**src/source/alu_consts.svh**
```systemverilog
//////////////////////////////////////////////////
// widths and iteration counts of the shared ALU
// included by the type package and the two arithmetic units
//////////////////////////////////////////////////

`ifndef ALU_CONSTS_SVH
`define ALU_CONSTS_SVH

// operand and result word
`define ALU_DATA_W 13

// binary fraction of the multiplier operand
`define ALU_FRAC_W 8

`define ALU_QUOT_W 9    // divider quotient bits, one per iteration

`define ALU_CNT_W 4     // iteration counter, covers 0..9

`endif

```
**src/source/alu_state_pkg.sv**
```systemverilog
//////////////////////////////////////////////////
// FSM states of the multiplier and the divider
//////////////////////////////////////////////////

package alu_state_pkg;

    // multiplier sequencing
    typedef enum logic [1:0] {
        mul_idle = 2'd0,    // waiting for start
        mul_run  = 2'd1,    // shift-and-add steps, then finish
        mul_done = 2'd2     // result held until start drops
    } mul_state_e;

    // divider sequencing
    typedef enum logic [1:0] {
        div_idle = 2'd0,
        div_run  = 2'd1,    // restoring steps, then finish
        div_done = 2'd2
    } div_state_e;

endpackage

```
**src/source/alu_types_pkg.sv**
```systemverilog
//////////////////////////////////////////////////
// data, operation code and mode types of the ALU
// shared by the top level, the dispatcher and both units
//////////////////////////////////////////////////

`include "alu_consts.svh"

package alu_types_pkg;

    //////////////////////////////////////////////////
    // operation select, one-hot
    typedef enum logic [2:0] {
        op_mul  = 3'b100,
        op_div  = 3'b010,
        op_sqrt = 3'b001    // reserved, starts no unit
    } alu_op_e;

    // multiplier modes, code 3 runs as mul_max
    typedef enum logic [1:0] {
        mul_pure = 2'd0,    // floor(x*y/256)
        mul_frac = 2'd1,    // floor(x*y/256) + x
        mul_max  = 2'd2     // 2x without iterating
    } mul_mode_e;

    // divider modes, code 3 runs as div_sa
    typedef enum logic [1:0] {
        div_sa  = 2'd0,     // x << 8
        div_t27 = 2'd1,     // x << 7
        div_t36 = 2'd2      // x << 6
    } div_mode_e;

    //////////////////////////////////////////////////
    typedef logic [1:0]             alu_mode_t;     // raw mode field
    typedef logic [`ALU_DATA_W-1:0] alu_data_t;     // operand and result
    typedef logic [`ALU_QUOT_W-1:0] alu_quot_t;     // divider quotient

endpackage

```
**src/source/alu_unit_if.sv**
```systemverilog
//////////////////////////////////////////////////
// link between the dispatcher and one arithmetic unit
// start is a level, done stays up while start stays up
//////////////////////////////////////////////////

`timescale 1ns/1ps

interface alu_unit_if (
    input logic CLK,
    input logic RST_N
);
    logic                     start;   // level request from the dispatcher
    alu_types_pkg::alu_mode_t mode;    // raw mode, decoded by the unit
    alu_types_pkg::alu_data_t x;
    alu_types_pkg::alu_data_t y;
    alu_types_pkg::alu_data_t result;  // zero while idle
    logic                     done;

    // dispatcher side, clock and reset only for its checks
    modport ctrl (
        input  CLK, RST_N,
        output start, mode, x, y,
        input  result, done
    );

    modport unit (
        input  start, mode, x, y,
        output result, done
    );

endinterface

```
**src/source/alu_dispatch.sv**
```systemverilog
//////////////////////////////////////////////////
// starts the unit named by the op code and returns its result
// adds no cycle, result and done pass through combinationally
//////////////////////////////////////////////////

`timescale 1ns/1ps

module alu_dispatch (
    input  logic                      alu_start,
    input  alu_types_pkg::alu_op_e    alu_type,
    input  alu_types_pkg::alu_mode_t  mode_type,
    input  alu_types_pkg::alu_data_t  x_in,
    input  alu_types_pkg::alu_data_t  y_in,
    alu_unit_if.ctrl                  mul_bus,
    alu_unit_if.ctrl                  div_bus,
    output alu_types_pkg::alu_data_t  fout,
    output logic                      alu_is_done
);
    logic mul_sel;  // op code names the multiplier
    logic div_sel;

    // exact compare, so op_sqrt and non one-hot codes select nothing
    assign mul_sel = (alu_type == alu_types_pkg::op_mul);
    assign div_sel = (alu_type == alu_types_pkg::op_div);

    //////////////////////////////////////////////////
    // requests
    assign mul_bus.start = alu_start & mul_sel;
    assign div_bus.start = alu_start & div_sel;

    // operands and mode go to both, only the started unit samples them
    assign mul_bus.mode = mode_type;
    assign mul_bus.x    = x_in;
    assign mul_bus.y    = y_in;
    assign div_bus.mode = mode_type;
    assign div_bus.x    = x_in;
    assign div_bus.y    = y_in;

    //////////////////////////////////////////////////
    // result select
    always_comb begin
        if (mul_sel) begin
            fout        = mul_bus.result;
            alu_is_done = mul_bus.done;
        end else if (div_sel) begin
            fout        = div_bus.result;
            alu_is_done = div_bus.done;
        end else begin
            fout        = '0;    // unstarted code
            alu_is_done = 1'b0;
        end
    end

    // at most one unit runs at a time
    a_one_start: assert property (@(posedge mul_bus.CLK) disable iff (!mul_bus.RST_N)
        !(mul_bus.start && div_bus.start))
        else $error("multiplier and divider started together");

endmodule

```
**src/source/frac_multiplier.sv**
```systemverilog
//////////////////////////////////////////////////
// shift-and-add multiplier with an 8-bit fraction operand
// one load edge, 8 add steps and one finish edge
//////////////////////////////////////////////////

`timescale 1ns/1ps
`include "alu_consts.svh"

module frac_multiplier (
    input  logic     CLK,
    input  logic     RST_N,
    alu_unit_if.unit bus
);
    localparam int ACC_W = `ALU_DATA_W + `ALU_FRAC_W;   // full x*y product
    localparam logic [`ALU_CNT_W-1:0] FRAC_STEPS = `ALU_FRAC_W;

    alu_state_pkg::mul_state_e state;
    logic [`ALU_CNT_W-1:0]     cnt;        // add steps left
    logic                      done_q;
    alu_types_pkg::alu_data_t  result_q;

    alu_types_pkg::alu_data_t  x_q;        // multiplicand copy
    logic [`ALU_FRAC_W-1:0]    frac_q;     // fraction, lsb is the current bit
    logic [ACC_W-1:0]          acc;
    logic                      add_x;      // frac mode adds x at the finish

    logic                      load;
    logic                      iterate;
    logic                      is_frac;
    logic                      is_max;
    logic [`ALU_CNT_W-1:0]     bit_pos;
    logic [ACC_W-1:0]          x_placed;
    alu_types_pkg::alu_data_t  product;

    // mode decode, spare code falls into max
    always_comb begin
        is_frac = 1'b0;
        is_max  = 1'b0;
        case (alu_types_pkg::mul_mode_e'(bus.mode))
            alu_types_pkg::mul_pure: is_frac = 1'b0;
            alu_types_pkg::mul_frac: is_frac = 1'b1;
            alu_types_pkg::mul_max:  is_max  = 1'b1;
            default:                 is_max  = 1'b1;
        endcase
    end

    assign load     = (state == alu_state_pkg::mul_idle) && bus.start;
    assign iterate  = (state == alu_state_pkg::mul_run) && (cnt != '0);
    assign bit_pos  = FRAC_STEPS - cnt;                    // 0 on the first step
    assign x_placed = {{`ALU_FRAC_W{1'b0}}, x_q} << bit_pos;
    // drop the fraction bits, wraps to 13 bits
    assign product  = acc[ACC_W-1:`ALU_FRAC_W] + (add_x ? x_q : '0);

    //////////////////////////////////////////////////
    // sequencing
    always_ff @(posedge CLK or negedge RST_N) begin
        if (!RST_N) begin
            state    <= alu_state_pkg::mul_idle;
            cnt      <= '0;
            done_q   <= 1'b0;
            result_q <= '0;
        end else if (!bus.start) begin          // start low returns to idle
            state    <= alu_state_pkg::mul_idle;
            cnt      <= '0;
            done_q   <= 1'b0;
            result_q <= '0;
        end else begin
            case (state)
                alu_state_pkg::mul_idle: begin
                    state <= alu_state_pkg::mul_run;
                    cnt   <= is_max ? '0 : FRAC_STEPS;    // max goes straight to finish
                end
                alu_state_pkg::mul_run: begin
                    if (iterate) begin
                        cnt <= cnt - 1'b1;
                    end else begin
                        result_q <= product;
                        done_q   <= 1'b1;
                        state    <= alu_state_pkg::mul_done;
                    end
                end
                alu_state_pkg::mul_done: done_q <= 1'b1;  // hold
                default: state <= alu_state_pkg::mul_idle;
            endcase
        end
    end

    //////////////////////////////////////////////////
    // datapath
    always_ff @(posedge CLK) begin
        if (load) begin
            x_q    <= bus.x;
            frac_q <= bus.y[`ALU_FRAC_W-1:0];
            add_x  <= is_frac;
            // 2x placed above the fraction, top bit of x is lost
            acc    <= is_max ? {bus.x[`ALU_DATA_W-2:0], 1'b0, {`ALU_FRAC_W{1'b0}}} : '0;
        end else if (iterate) begin
            if (frac_q[0]) begin
                acc <= acc + x_placed;
            end
            frac_q <= frac_q >> 1;
        end
    end

    assign bus.result = result_q;
    assign bus.done   = done_q;

    // done only follows an edge that saw start
    a_done_after_start: assert property (@(posedge CLK) disable iff (!RST_N)
        bus.done |-> $past(bus.start))
        else $error("multiplier done without start");

    a_done_state: assert property (@(posedge CLK) disable iff (!RST_N)
        bus.done |-> state == alu_state_pkg::mul_done)
        else $error("multiplier done outside mul_done");

endmodule

```
**src/source/restoring_divider.sv**
```systemverilog
//////////////////////////////////////////////////
// restoring divider giving a saturating 9-bit quotient
// mode picks the left shift of x before dividing by y
//////////////////////////////////////////////////

`timescale 1ns/1ps
`include "alu_consts.svh"

module restoring_divider (
    input  logic     CLK,
    input  logic     RST_N,
    alu_unit_if.unit bus
);
    localparam int WORK_W = `ALU_DATA_W + `ALU_QUOT_W;  // remainder above quotient
    localparam logic [`ALU_CNT_W-1:0] QUOT_STEPS = `ALU_QUOT_W;

    alu_state_pkg::div_state_e state;
    logic [`ALU_CNT_W-1:0]     cnt;
    logic                      done_q;
    alu_types_pkg::alu_data_t  result_q;

    alu_types_pkg::alu_data_t  y_q;        // divisor copy
    // upper part is the partial remainder, lower part shifts dividend out and quotient in
    logic [WORK_W-1:0]         work;

    logic                      load;
    logic                      iterate;
    logic                      saturate;
    alu_types_pkg::alu_data_t  rem_init;   // shifted dividend above bit 9, also x >> k
    logic [`ALU_QUOT_W-1:0]    low_init;   // shifted dividend bits 8..0
    logic [`ALU_DATA_W:0]      trial;      // remainder with next dividend bit
    logic [`ALU_DATA_W:0]      diff;
    logic                      fits;
    alu_types_pkg::alu_quot_t  quot;

    //////////////////////////////////////////////////
    // split of x << s, with s = 8, 7 or 6
    always_comb begin
        case (alu_types_pkg::div_mode_e'(bus.mode))
            alu_types_pkg::div_t27: begin
                rem_init = bus.x >> 2;
                low_init = {bus.x[1:0], 7'b0};
            end
            alu_types_pkg::div_t36: begin
                rem_init = bus.x >> 3;
                low_init = {bus.x[2:0], 6'b0};
            end
            alu_types_pkg::div_sa: begin
                rem_init = bus.x >> 1;
                low_init = {bus.x[0], 8'b0};
            end
            default: begin                      // spare code runs as sa
                rem_init = bus.x >> 1;
                low_init = {bus.x[0], 8'b0};
            end
        endcase
    end

    // quotient would not fit in 9 bits, y = 0 lands here too
    assign saturate = (rem_init >= bus.y);

    assign load    = (state == alu_state_pkg::div_idle) && bus.start;
    assign iterate = (state == alu_state_pkg::div_run) && (cnt != '0);
    assign trial   = {work[WORK_W-1:`ALU_QUOT_W], work[`ALU_QUOT_W-1]};
    assign diff    = trial - {1'b0, y_q};
    assign fits    = (trial >= {1'b0, y_q});
    assign quot    = work[`ALU_QUOT_W-1:0];

    //////////////////////////////////////////////////
    // sequencing
    always_ff @(posedge CLK or negedge RST_N) begin
        if (!RST_N) begin
            state    <= alu_state_pkg::div_idle;
            cnt      <= '0;
            done_q   <= 1'b0;
            result_q <= '0;
        end else if (!bus.start) begin
            state    <= alu_state_pkg::div_idle;
            cnt      <= '0;
            done_q   <= 1'b0;
            result_q <= '0;
        end else begin
            case (state)
                alu_state_pkg::div_idle: begin
                    state <= alu_state_pkg::div_run;
                    cnt   <= saturate ? '0 : QUOT_STEPS;   // saturation skips the steps
                end
                alu_state_pkg::div_run: begin
                    if (iterate) begin
                        cnt <= cnt - 1'b1;
                    end else begin
                        result_q <= {{(`ALU_DATA_W-`ALU_QUOT_W){1'b0}}, quot};
                        done_q   <= 1'b1;
                        state    <= alu_state_pkg::div_done;
                    end
                end
                alu_state_pkg::div_done: done_q <= 1'b1;
                default: state <= alu_state_pkg::div_idle;
            endcase
        end
    end

    //////////////////////////////////////////////////
    // datapath, one quotient bit per step msb first
    always_ff @(posedge CLK) begin
        if (load) begin
            y_q  <= bus.y;
            work <= saturate ? {{`ALU_DATA_W{1'b0}}, {`ALU_QUOT_W{1'b1}}}
                             : {rem_init, low_init};
        end else if (iterate) begin
            if (fits) begin
                work <= {diff[`ALU_DATA_W-1:0], work[`ALU_QUOT_W-2:0], 1'b1};  // subtract
            end else begin
                work <= {trial[`ALU_DATA_W-1:0], work[`ALU_QUOT_W-2:0], 1'b0}; // restore
            end
        end
    end

    assign bus.result = result_q;
    assign bus.done   = done_q;

    a_done_after_start: assert property (@(posedge CLK) disable iff (!RST_N)
        bus.done |-> $past(bus.start))
        else $error("divider done without start");

    a_cnt_range: assert property (@(posedge CLK) disable iff (!RST_N)
        cnt <= QUOT_STEPS)
        else $error("divider step count above 9");

endmodule

```
**src/source/super_alu.sv**
```systemverilog
//////////////////////////////////////////////////
// shared fixed-point ALU, multiply or divide on request
// hold alu_start until alu_is_done, read fout, then drop it
//////////////////////////////////////////////////

`timescale 1ns/1ps

module super_alu (
    input  logic                      CLK,
    input  logic                      RST_N,
    input  alu_types_pkg::alu_data_t  x_in,        // multiplicand or dividend
    input  alu_types_pkg::alu_data_t  y_in,        // fraction or divisor
    input  logic                      alu_start,   // level, held for the whole operation
    input  alu_types_pkg::alu_op_e    alu_type,
    input  alu_types_pkg::alu_mode_t  mode_type,
    output alu_types_pkg::alu_data_t  fout,
    output logic                      alu_is_done
);

    // one link per arithmetic unit
    alu_unit_if mul_bus (
        .CLK   (CLK),
        .RST_N (RST_N)
    );

    alu_unit_if div_bus (
        .CLK   (CLK),
        .RST_N (RST_N)
    );

    alu_dispatch u_dispatch (
        .alu_start   (alu_start),
        .alu_type    (alu_type),
        .mode_type   (mode_type),
        .x_in        (x_in),
        .y_in        (y_in),
        .mul_bus     (mul_bus.ctrl),
        .div_bus     (div_bus.ctrl),
        .fout        (fout),
        .alu_is_done (alu_is_done)
    );

    frac_multiplier u_mul (
        .CLK   (CLK),
        .RST_N (RST_N),
        .bus   (mul_bus.unit)
    );

    restoring_divider u_div (
        .CLK   (CLK),
        .RST_N (RST_N),
        .bus   (div_bus.unit)
    );

endmodule

```
**config.mk**
```make
export PLATFORM = sky130hd
export DESIGN_NAME = super_alu
export DESIGN_NICKNAME = d
export VERILOG_FILES = /design/src/source/alu_state_pkg.sv /design/src/source/alu_types_pkg.sv /design/src/source/alu_unit_if.sv /design/src/source/alu_dispatch.sv /design/src/source/frac_multiplier.sv /design/src/source/restoring_divider.sv /design/src/source/super_alu.sv
export VERILOG_INCLUDE_DIRS = /design/src /design/src/source
export SDC_FILE = /design/constraint.sdc
export NUM_CORES = 1
export LEC_CHECK = 0
export ABC_AREA = 1
export BUFFER_PORTS_ARGS = -buffer_cell sky130_fd_sc_hd__buf_2
export CORE_MARGIN = 2
export CORE_UTILIZATION = 54
export DETAILED_ROUTE_END_ITERATION = 6
export GPL_TIMING_DRIVEN = 0
export PLACE_DENSITY = 0.83
export SETUP_SLACK_MARGIN = 0.2
export SYNTH_ARGS = -nofsm -noshare
export SYNTH_HDL_FRONTEND = slang
export SYNTH_SLANG_ARGS = --single-unit
```
**constraint.sdc**
```tcl
create_clock -name CLK -period 4 [get_ports CLK]
set_input_delay 0.2 -clock CLK [delete_from_list [all_inputs] [get_ports CLK]]
set_output_delay 0.2 -clock CLK [all_outputs]
set_load 0.005 [all_outputs]
```
Word level (Yosys, flattened, before mapping)
Cells that the tools add are included.
{"block": "op_classes", "n_mul": 0, "n_bitwise": 2, "n_eq_ne": 22, "reduce_logical": 22, "n_mux": 44, "order_cmp": 2, "n_div": 0, "n_shift": 1, "n_addsub": 6}
{"operator": "$mux W13", "n": 9}
{"operator": "$mux W22", "n": 4}
{"operator": "$mux W21", "n": 4}
{"operator": "$mux W4", "n": 6}
{"operator": "$ne A3 B3 Y1 const B", "n": 8}
{"operator": "$pmux W12 S2", "n": 1}
{"operator": "$add A21 B21 Y21", "n": 1}
{"operator": "$shl A13 B4 Y21", "n": 1}
{"operator": "$pmux W9 S2", "n": 1}
{"operator": "$reduce_and A2 Y1", "n": 9}
{"operator": "$mux W8", "n": 2}
{"operator": "$pmux W4 S2", "n": 2}
{"operator": "$ge A14 B13 Y1", "n": 1}
{"operator": "$add A13 B13 Y13", "n": 1}
{"operator": "$ge A13 B13 Y1", "n": 1}
{"operator": "$sub A13 B13 Y13", "n": 1}
{"operator": "$ne A2 B2 Y1 const B", "n": 6}
{"operator": "$pmux W2 S3", "n": 2}
{"operator": "$mux W2", "n": 4}
{"operator": "$reduce_bool A4 Y1", "n": 2}
{"operator": "$sub A4 B1 Y4 const B", "n": 2}
{"operator": "$mux W1", "n": 7}
{"operator": "$eq A2 B1 Y1 const B", "n": 3}
{"operator": "$eq A2 B2 Y1 const B", "n": 3}
{"operator": "other kinds (9)", "n": 18}
{"block": "word_totals", "latch_bits": 0, "rom_bits": 0, "ff_bits": 118, "mem_count": 0, "wordCells": 113, "in_bits": 34, "ramBits": 0}

Longest topological paths before layout
{"block": "logic_depth", "depth_word": 6, "ltp_mapped": 24}

Hierarchy
A second synthesis with hierarchy kept.
{"block": "hier_totals", "cells_unflattened": 1325, "hier_area_um2": 9466.6}
{"module": "frac_multiplier", "area_each_um2": 4924.7, "cells_each": 705, "instances": 1, "seq_area_each_um2": 1791.7}
{"module": "restoring_divider", "area_each_um2": 3789.9, "cells_each": 507, "instances": 1, "seq_area_each_um2": 1451.4}
{"module": "alu_dispatch", "area_each_um2": 752.0, "cells_each": 113, "instances": 1, "seq_area_each_um2": 0.0}

Worst setup path after synthesis
OpenSTA, ideal clock, no wires.
{"block": "synth_path", "path_type": "register to register", "from": "register u_mul.cnt[0]", "to": "register u_mul.acc[19] (data pin)", "t_arrival_ps": 2766, "setup_ps": 253, "path_stages_with_launch": 20, "path_buffers": 3, "period_less_slack_ps": 3019, "slack_ps": 981, "path_cell_list": "dfrtp_1 -> buf_4 -> inv_4 -> buf_6 -> ha_1 -> inv_1 -> buf_2 -> o21ai_0 -> o21ai_0 -> a21oi_1 -> ha_1 -> nand2_1 -> nor2_1 -> inv_1 -> nor2_1 -> nand4_1 -> nand3_1 -> nand2_1 -> nand3_1 -> nand2_1"}
{"block": "synth_via", "elab_chain_len": 6}
{"element": "start: declaration", "line": "frac_multiplier.sv:18", "source": "logic [`ALU_CNT_W-1:0] cnt;"}
{"element": "start signal: assignment", "line": "frac_multiplier.sv:71", "source": "cnt <= is_max ? '0 : FRAC_STEPS;"}
{"element": "start signal: assignment", "line": "frac_multiplier.sv:75", "source": "cnt <= cnt - 1'b1;"}
{"element": "$sub A4 B4 Y4", "line": "frac_multiplier.sv:49", "source": "assign bit_pos = FRAC_STEPS - cnt;"}
{"element": "$shl A13 B4 Y21", "line": "frac_multiplier.sv:50", "source": "assign x_placed = {{`ALU_FRAC_W{1'b0}}, x_q} << bit_pos;"}
{"element": "$add A21 B21 Y21", "line": "frac_multiplier.sv:99", "source": "acc <= acc + x_placed;"}
{"element": "$mux W21", "line": "frac_multiplier.sv:98", "source": "if (frac_q[0]) begin"}
{"element": "$mux W21", "line": "frac_multiplier.sv:97", "source": "end else if (iterate) begin"}
{"element": "$mux W21", "line": "frac_multiplier.sv:91", "source": "if (load) begin"}
{"element": "end signal: assignment", "line": "frac_multiplier.sv:96", "source": "acc <= is_max ? {bus.x[`ALU_DATA_W-2:0], 1'b0, {`ALU_FRAC_W{1'b0}}} : '0;"}
{"element": "end signal: assignment", "line": "frac_multiplier.sv:99"}
{"element": "end: declaration", "line": "frac_multiplier.sv:24", "source": "logic [ACC_W-1:0] acc;"}
Every way passes these cells. The select of a mux whose other input is x is not followed.
A chain may end at the register's enable or synchronous reset.

Final worst setup path
{"block": "layout_path", "from": "register u_mul.cnt[0]", "to": "register u_mul.acc[18] (data pin)"}
The elaborated chain is that of the path after synthesis.

==> impl_metrics.csv <==
group,metric,value,unit
sta,hold_viol,0,
sta,fin_crit,3570,ps
hold_path,holdPathEnd,"u_div.y_q[0]",
clock_tree,cts_sinks,114,
cells_and_area,drive_above_1_share,10.8,%
global_route,antenna_found_initial,2,
routing,ant_nets,0,
logic_synthesis,ys_ff_latch,114,
critical_path,reg2reg_from,"u_mul.cnt[0]",
logic_synthesis,synth_area_per_cell,7.33,um2
logic_synthesis,ys_types,50,
critical_path,reg2reg_to,"u_mul.acc[18]",
routing,dr.pass1.iters,5,
global_route,grt.total_usage,28.8,%
clock_tree,path_clk_slew,60,ps
critical_path,cp-start-kind,"flip-flop",
routing,vias_per_cell,5.54,
global_route,grt_pass1_wl,37700,um
die,core_area,15800,um2
routing,wl_per_cell,15.9,um
cells_and_area,area_growth,15.4,%
critical_path,crit_arrival,3730,ps
critical_path,max_stage_delay,380,ps
sta,max_freq,0.280,GHz
critical_path,end_kind,"flip-flop",
routing,initialDrtViolationCount,629,
sta,clock_skew,12.6,ps
logic_synthesis,ys_seq_area_share,37.6,%
clock_tree,cts_buffer_depth,2,
critical_path,worst-path-stages,20,
global_route,global_route.overflow_total,0,
sta,tightest_slew,951,ps
clock_tree,clk_latency,430,ps
sta,final-max-slew-violation-count,0,
die,start_util,54.7,%
critical_path,path_max_fanout,10,
clock_tree,cts_root_buf,"clkbuf_16",
global_route,grt_max_degree,37,
critical_path,crit_chain,"buf_4, inv_4, buf_6, ha_1, inv_2, clkbuf_4, nand2_1, o21ai_1, mux2i_1, nand2_1, o21ai_0, ha_1, nand2_1, inv_1, a21oi_1, nand3_2, nand2_1, nand3_1, nand3_1, o21ai_1",
placement,dpl.hpwl,17800,um
critical_path,crit_family,"simple AND/OR/NAND/NOR gates",
logic_synthesis,synth_nets,1276,
sta,rsz0062_at_grt,"true",
routing,drc,0,
critical_path,worstSetupPathType,"reg -> reg",
logic_synthesis,async_reset_ff_share,31.6,%
critical_path,r2r_cells,20,
critical_path,worstPathRequired,4170,ps
logic_synthesis,syn-cell-area,8620,um2
cells_and_area,final_nets,1360,
clock_tree,h-tree-depth,4,
logic_synthesis,synth_ff_type,"edfxtp_1",
die,die_w,130,um
cells_and_area,antennaDiodeCount,0,
clock_tree,cts_tree,"yes",
sta,slew_headroom,36.4,%
die,rows,46,
hold_path,hold_path_depth,1,
pwr,power_density,324,nW/um2
critical_path,crit_buf_inv,6,
sta,period_share,89.1,%
critical_path,cp_slowest_cell,"ha_1",
logic_synthesis,synth_edf_count,78,
placement,numPortBuffers,47,
die,die_y,130,um
die,dieArea,17000,um2
pwr,max-vdd-ir-drop,0.000298,V
critical_path,r2r_slack,430,ps
placement,gp_congestion,0.972,
routing,via_count,8256,
die,ioPinCount,48,
run_status,status,"finished clean",
hold_path,worstHoldPathType,"in -> reg",
logic_synthesis,netlist_instances,1176,
sta,setup-tns-final,0,ps
critical_path,worst_path_most_repeated_cell,"nand2_1",
clock_tree,cts_buffers,17,
logic_synthesis,yosys_warnings,0,
run,max_cap_violations,0,
cells_and_area,final_util,63.1,%
global_route,grt_pass1_vias,7863,
cells_and_area,nFillCells,1439,
hold_path,min_from,"y_in[0]",
clock_tree,post_cts_buffers,0,
routing,wl,23700,um
pwr,power_leakage,0.00495,uW
sta,setup_viol_count_final,0,
-- cell families (layout without fill, tap and decap cells) --
logic type,Yosys count,count (layout),share of synthesized area (%)
adders and majority gates,66,66,9.84
xor gates and xnor gates,9,9,1.13
AOI/OAI and AO/OA,204,204,13.3
DFF,114,114,37.6
and+or+nand+nor,567,567,27.9
muxes,3,3,0.348
buffers and inverters,213,310,9.90
-- final cells by class --
class                   count  area [um2]  area share (%)
clock inverters            14         161            1.62
inverters                 190         717            7.20
clock buffers              18         439            4.41
plain buffers              23         141            1.42
flip-flops and latches    114        3240            32.6
well taps                 216         270            2.72
multi-input cells         849        4550            45.7
repair buffers             65         433            4.35
-- where the power goes --
part | leakage (uW) | switching [uW] | internal [uW]
sequential | 0.00121 | 12.6 | 1290
clock | 0.000289 | 573 | 990
combinational | 0.00346 | 232 | 128
total | 0.00495 | 817 | 2410
-- flip-flops by register name, indices dropped and copies added, names as in the netlist --
name / cells
u_div.bus.done: 1
u_div.bus.result: 9
u_div.cnt: 4
u_div.state: 2
u_div.work: 22
u_div.y_q: 13
u_mul.acc: 21
u_mul.add_x: 1
u_mul.bus.done: 1
u_mul.bus.result: 13
u_mul.cnt: 4
u_mul.frac_q: 8
u_mul.state: 2
u_mul.x_q: 13
-- cell usage after synthesis (8+ instances only) --
| master | instances | area [um2] |
|---|---|---|
| nand2_1 | 356 | 1340 |
| inv_1 | 180 | 676 |
| nor2_1 | 83 | 312 |
| nand3_1 | 82 | 410 |
| edfxtp_1 | 78 | 2340 |
| a21oi_1 | 64 | 320 |
| ha_1 | 63 | 788 |
| o21ai_0 | 57 | 285 |
| dfrtp_1 | 36 | 901 |
| o21ai_1 | 27 | 135 |
| o22ai_1 | 22 | 138 |
| nand4_1 | 11 | 68.8 |
| o221ai_1 | 10 | 87.6 |
| buf_2 | 9 | 45.0 |
| inv_2 | 8 | 30.0 |
-- worst register-to-register path, stage by stage (launching register included) --
cell      delay (ps)
dfrtp_1          320
buf_4            150
inv_4             60
buf_6            140
ha_1             380
inv_2            140
clkbuf_4         220
nand2_1           70
o21ai_1          120
mux2i_1          140
nand2_1           80
o21ai_0          110
ha_1             380
nand2_1          170
inv_1             50
a21oi_1          160
nand3_2          160
nand2_1          130
nand3_1          100
nand3_1          130
o21ai_1           90
-- worst max-delay path by stage --
stage / from / endpoint / slack (ps)
2_1_floorplan: u_mul.cnt[0] / u_mul.acc[19] / 980
3_3_place_gp: u_mul.cnt[0] / u_mul.acc[20] / 360
3_5_place_dp: u_mul.cnt[0] / u_mul.acc[19] / 410
4_1_cts: u_mul.cnt[0] / u_mul.acc[18] / 350
5_1_grt: u_mul.cnt[0] / u_mul.acc[18] / 180
6_report: u_mul.cnt[0] / u_mul.acc[18] / 430
-- what timing repair did --
action	CTS	global route
setup endpoints to repair	0	11
hold buffers	17	0
hold endpoints to repair	52	0
gates resized for setup	0	17
-- layout by cell type (no fill, tap or decap), types with 4 or more instances in the layout --
cell type / synthesis / routed
xor2_1: 6 / 6
nand3_2: 3 / 4
o21ai_0: 57 / 50
nand3_1: 82 / 81
nor2_1: 83 / 82
o22ai_1: 22 / 22
dlygate4sd3_1: 0 / 17
dfrtp_1: 36 / 36
nand3b_1: 5 / 5
o21ai_2: 3 / 4
edfxtp_1: 78 / 78
clkbuf_1: 6 / 4
buf_2: 9 / 55
a31oi_1: 4 / 4
a21boi_0: 4 / 4
nand2_1: 356 / 355
clkbuf_16: 0 / 17
nand4_1: 11 / 11
o21ai_1: 27 / 33
inv_1: 180 / 179
nor3_1: 6 / 6
o21bai_1: 5 / 4
a21oi_1: 64 / 64
buf_4: 4 / 4
inv_2: 8 / 9
o221ai_1: 10 / 10
or2_2: 6 / 6
ha_1: 63 / 62
-- per-layer routing --
layer,GRT usage [%],vias to the layer above,routed length (um)
met1,36.3,3842,10000
li1,-,4058,-
met4,9.57,2,584
met3,5.90,56,1470
met2,49.7,298,11600
met5,0,-,13
-- metrics by stage --
stage          power [uW]  cell area (um2)  setup WS (ps)  std cells  hold slack [ps]
3_3_place_gp         1650             9130            357       1439              323
3_5_place_dp         1660             9160            410       1440              343
2_1_floorplan        1550             8620            981       1176            -95.6
5_1_grt              3330             9950            184       1489             2.95
6_report             3230             9950            435       1489             9.70
4_1_cts              3220             9930            354       1489             7.40
(Power assumes the default switching activity.)
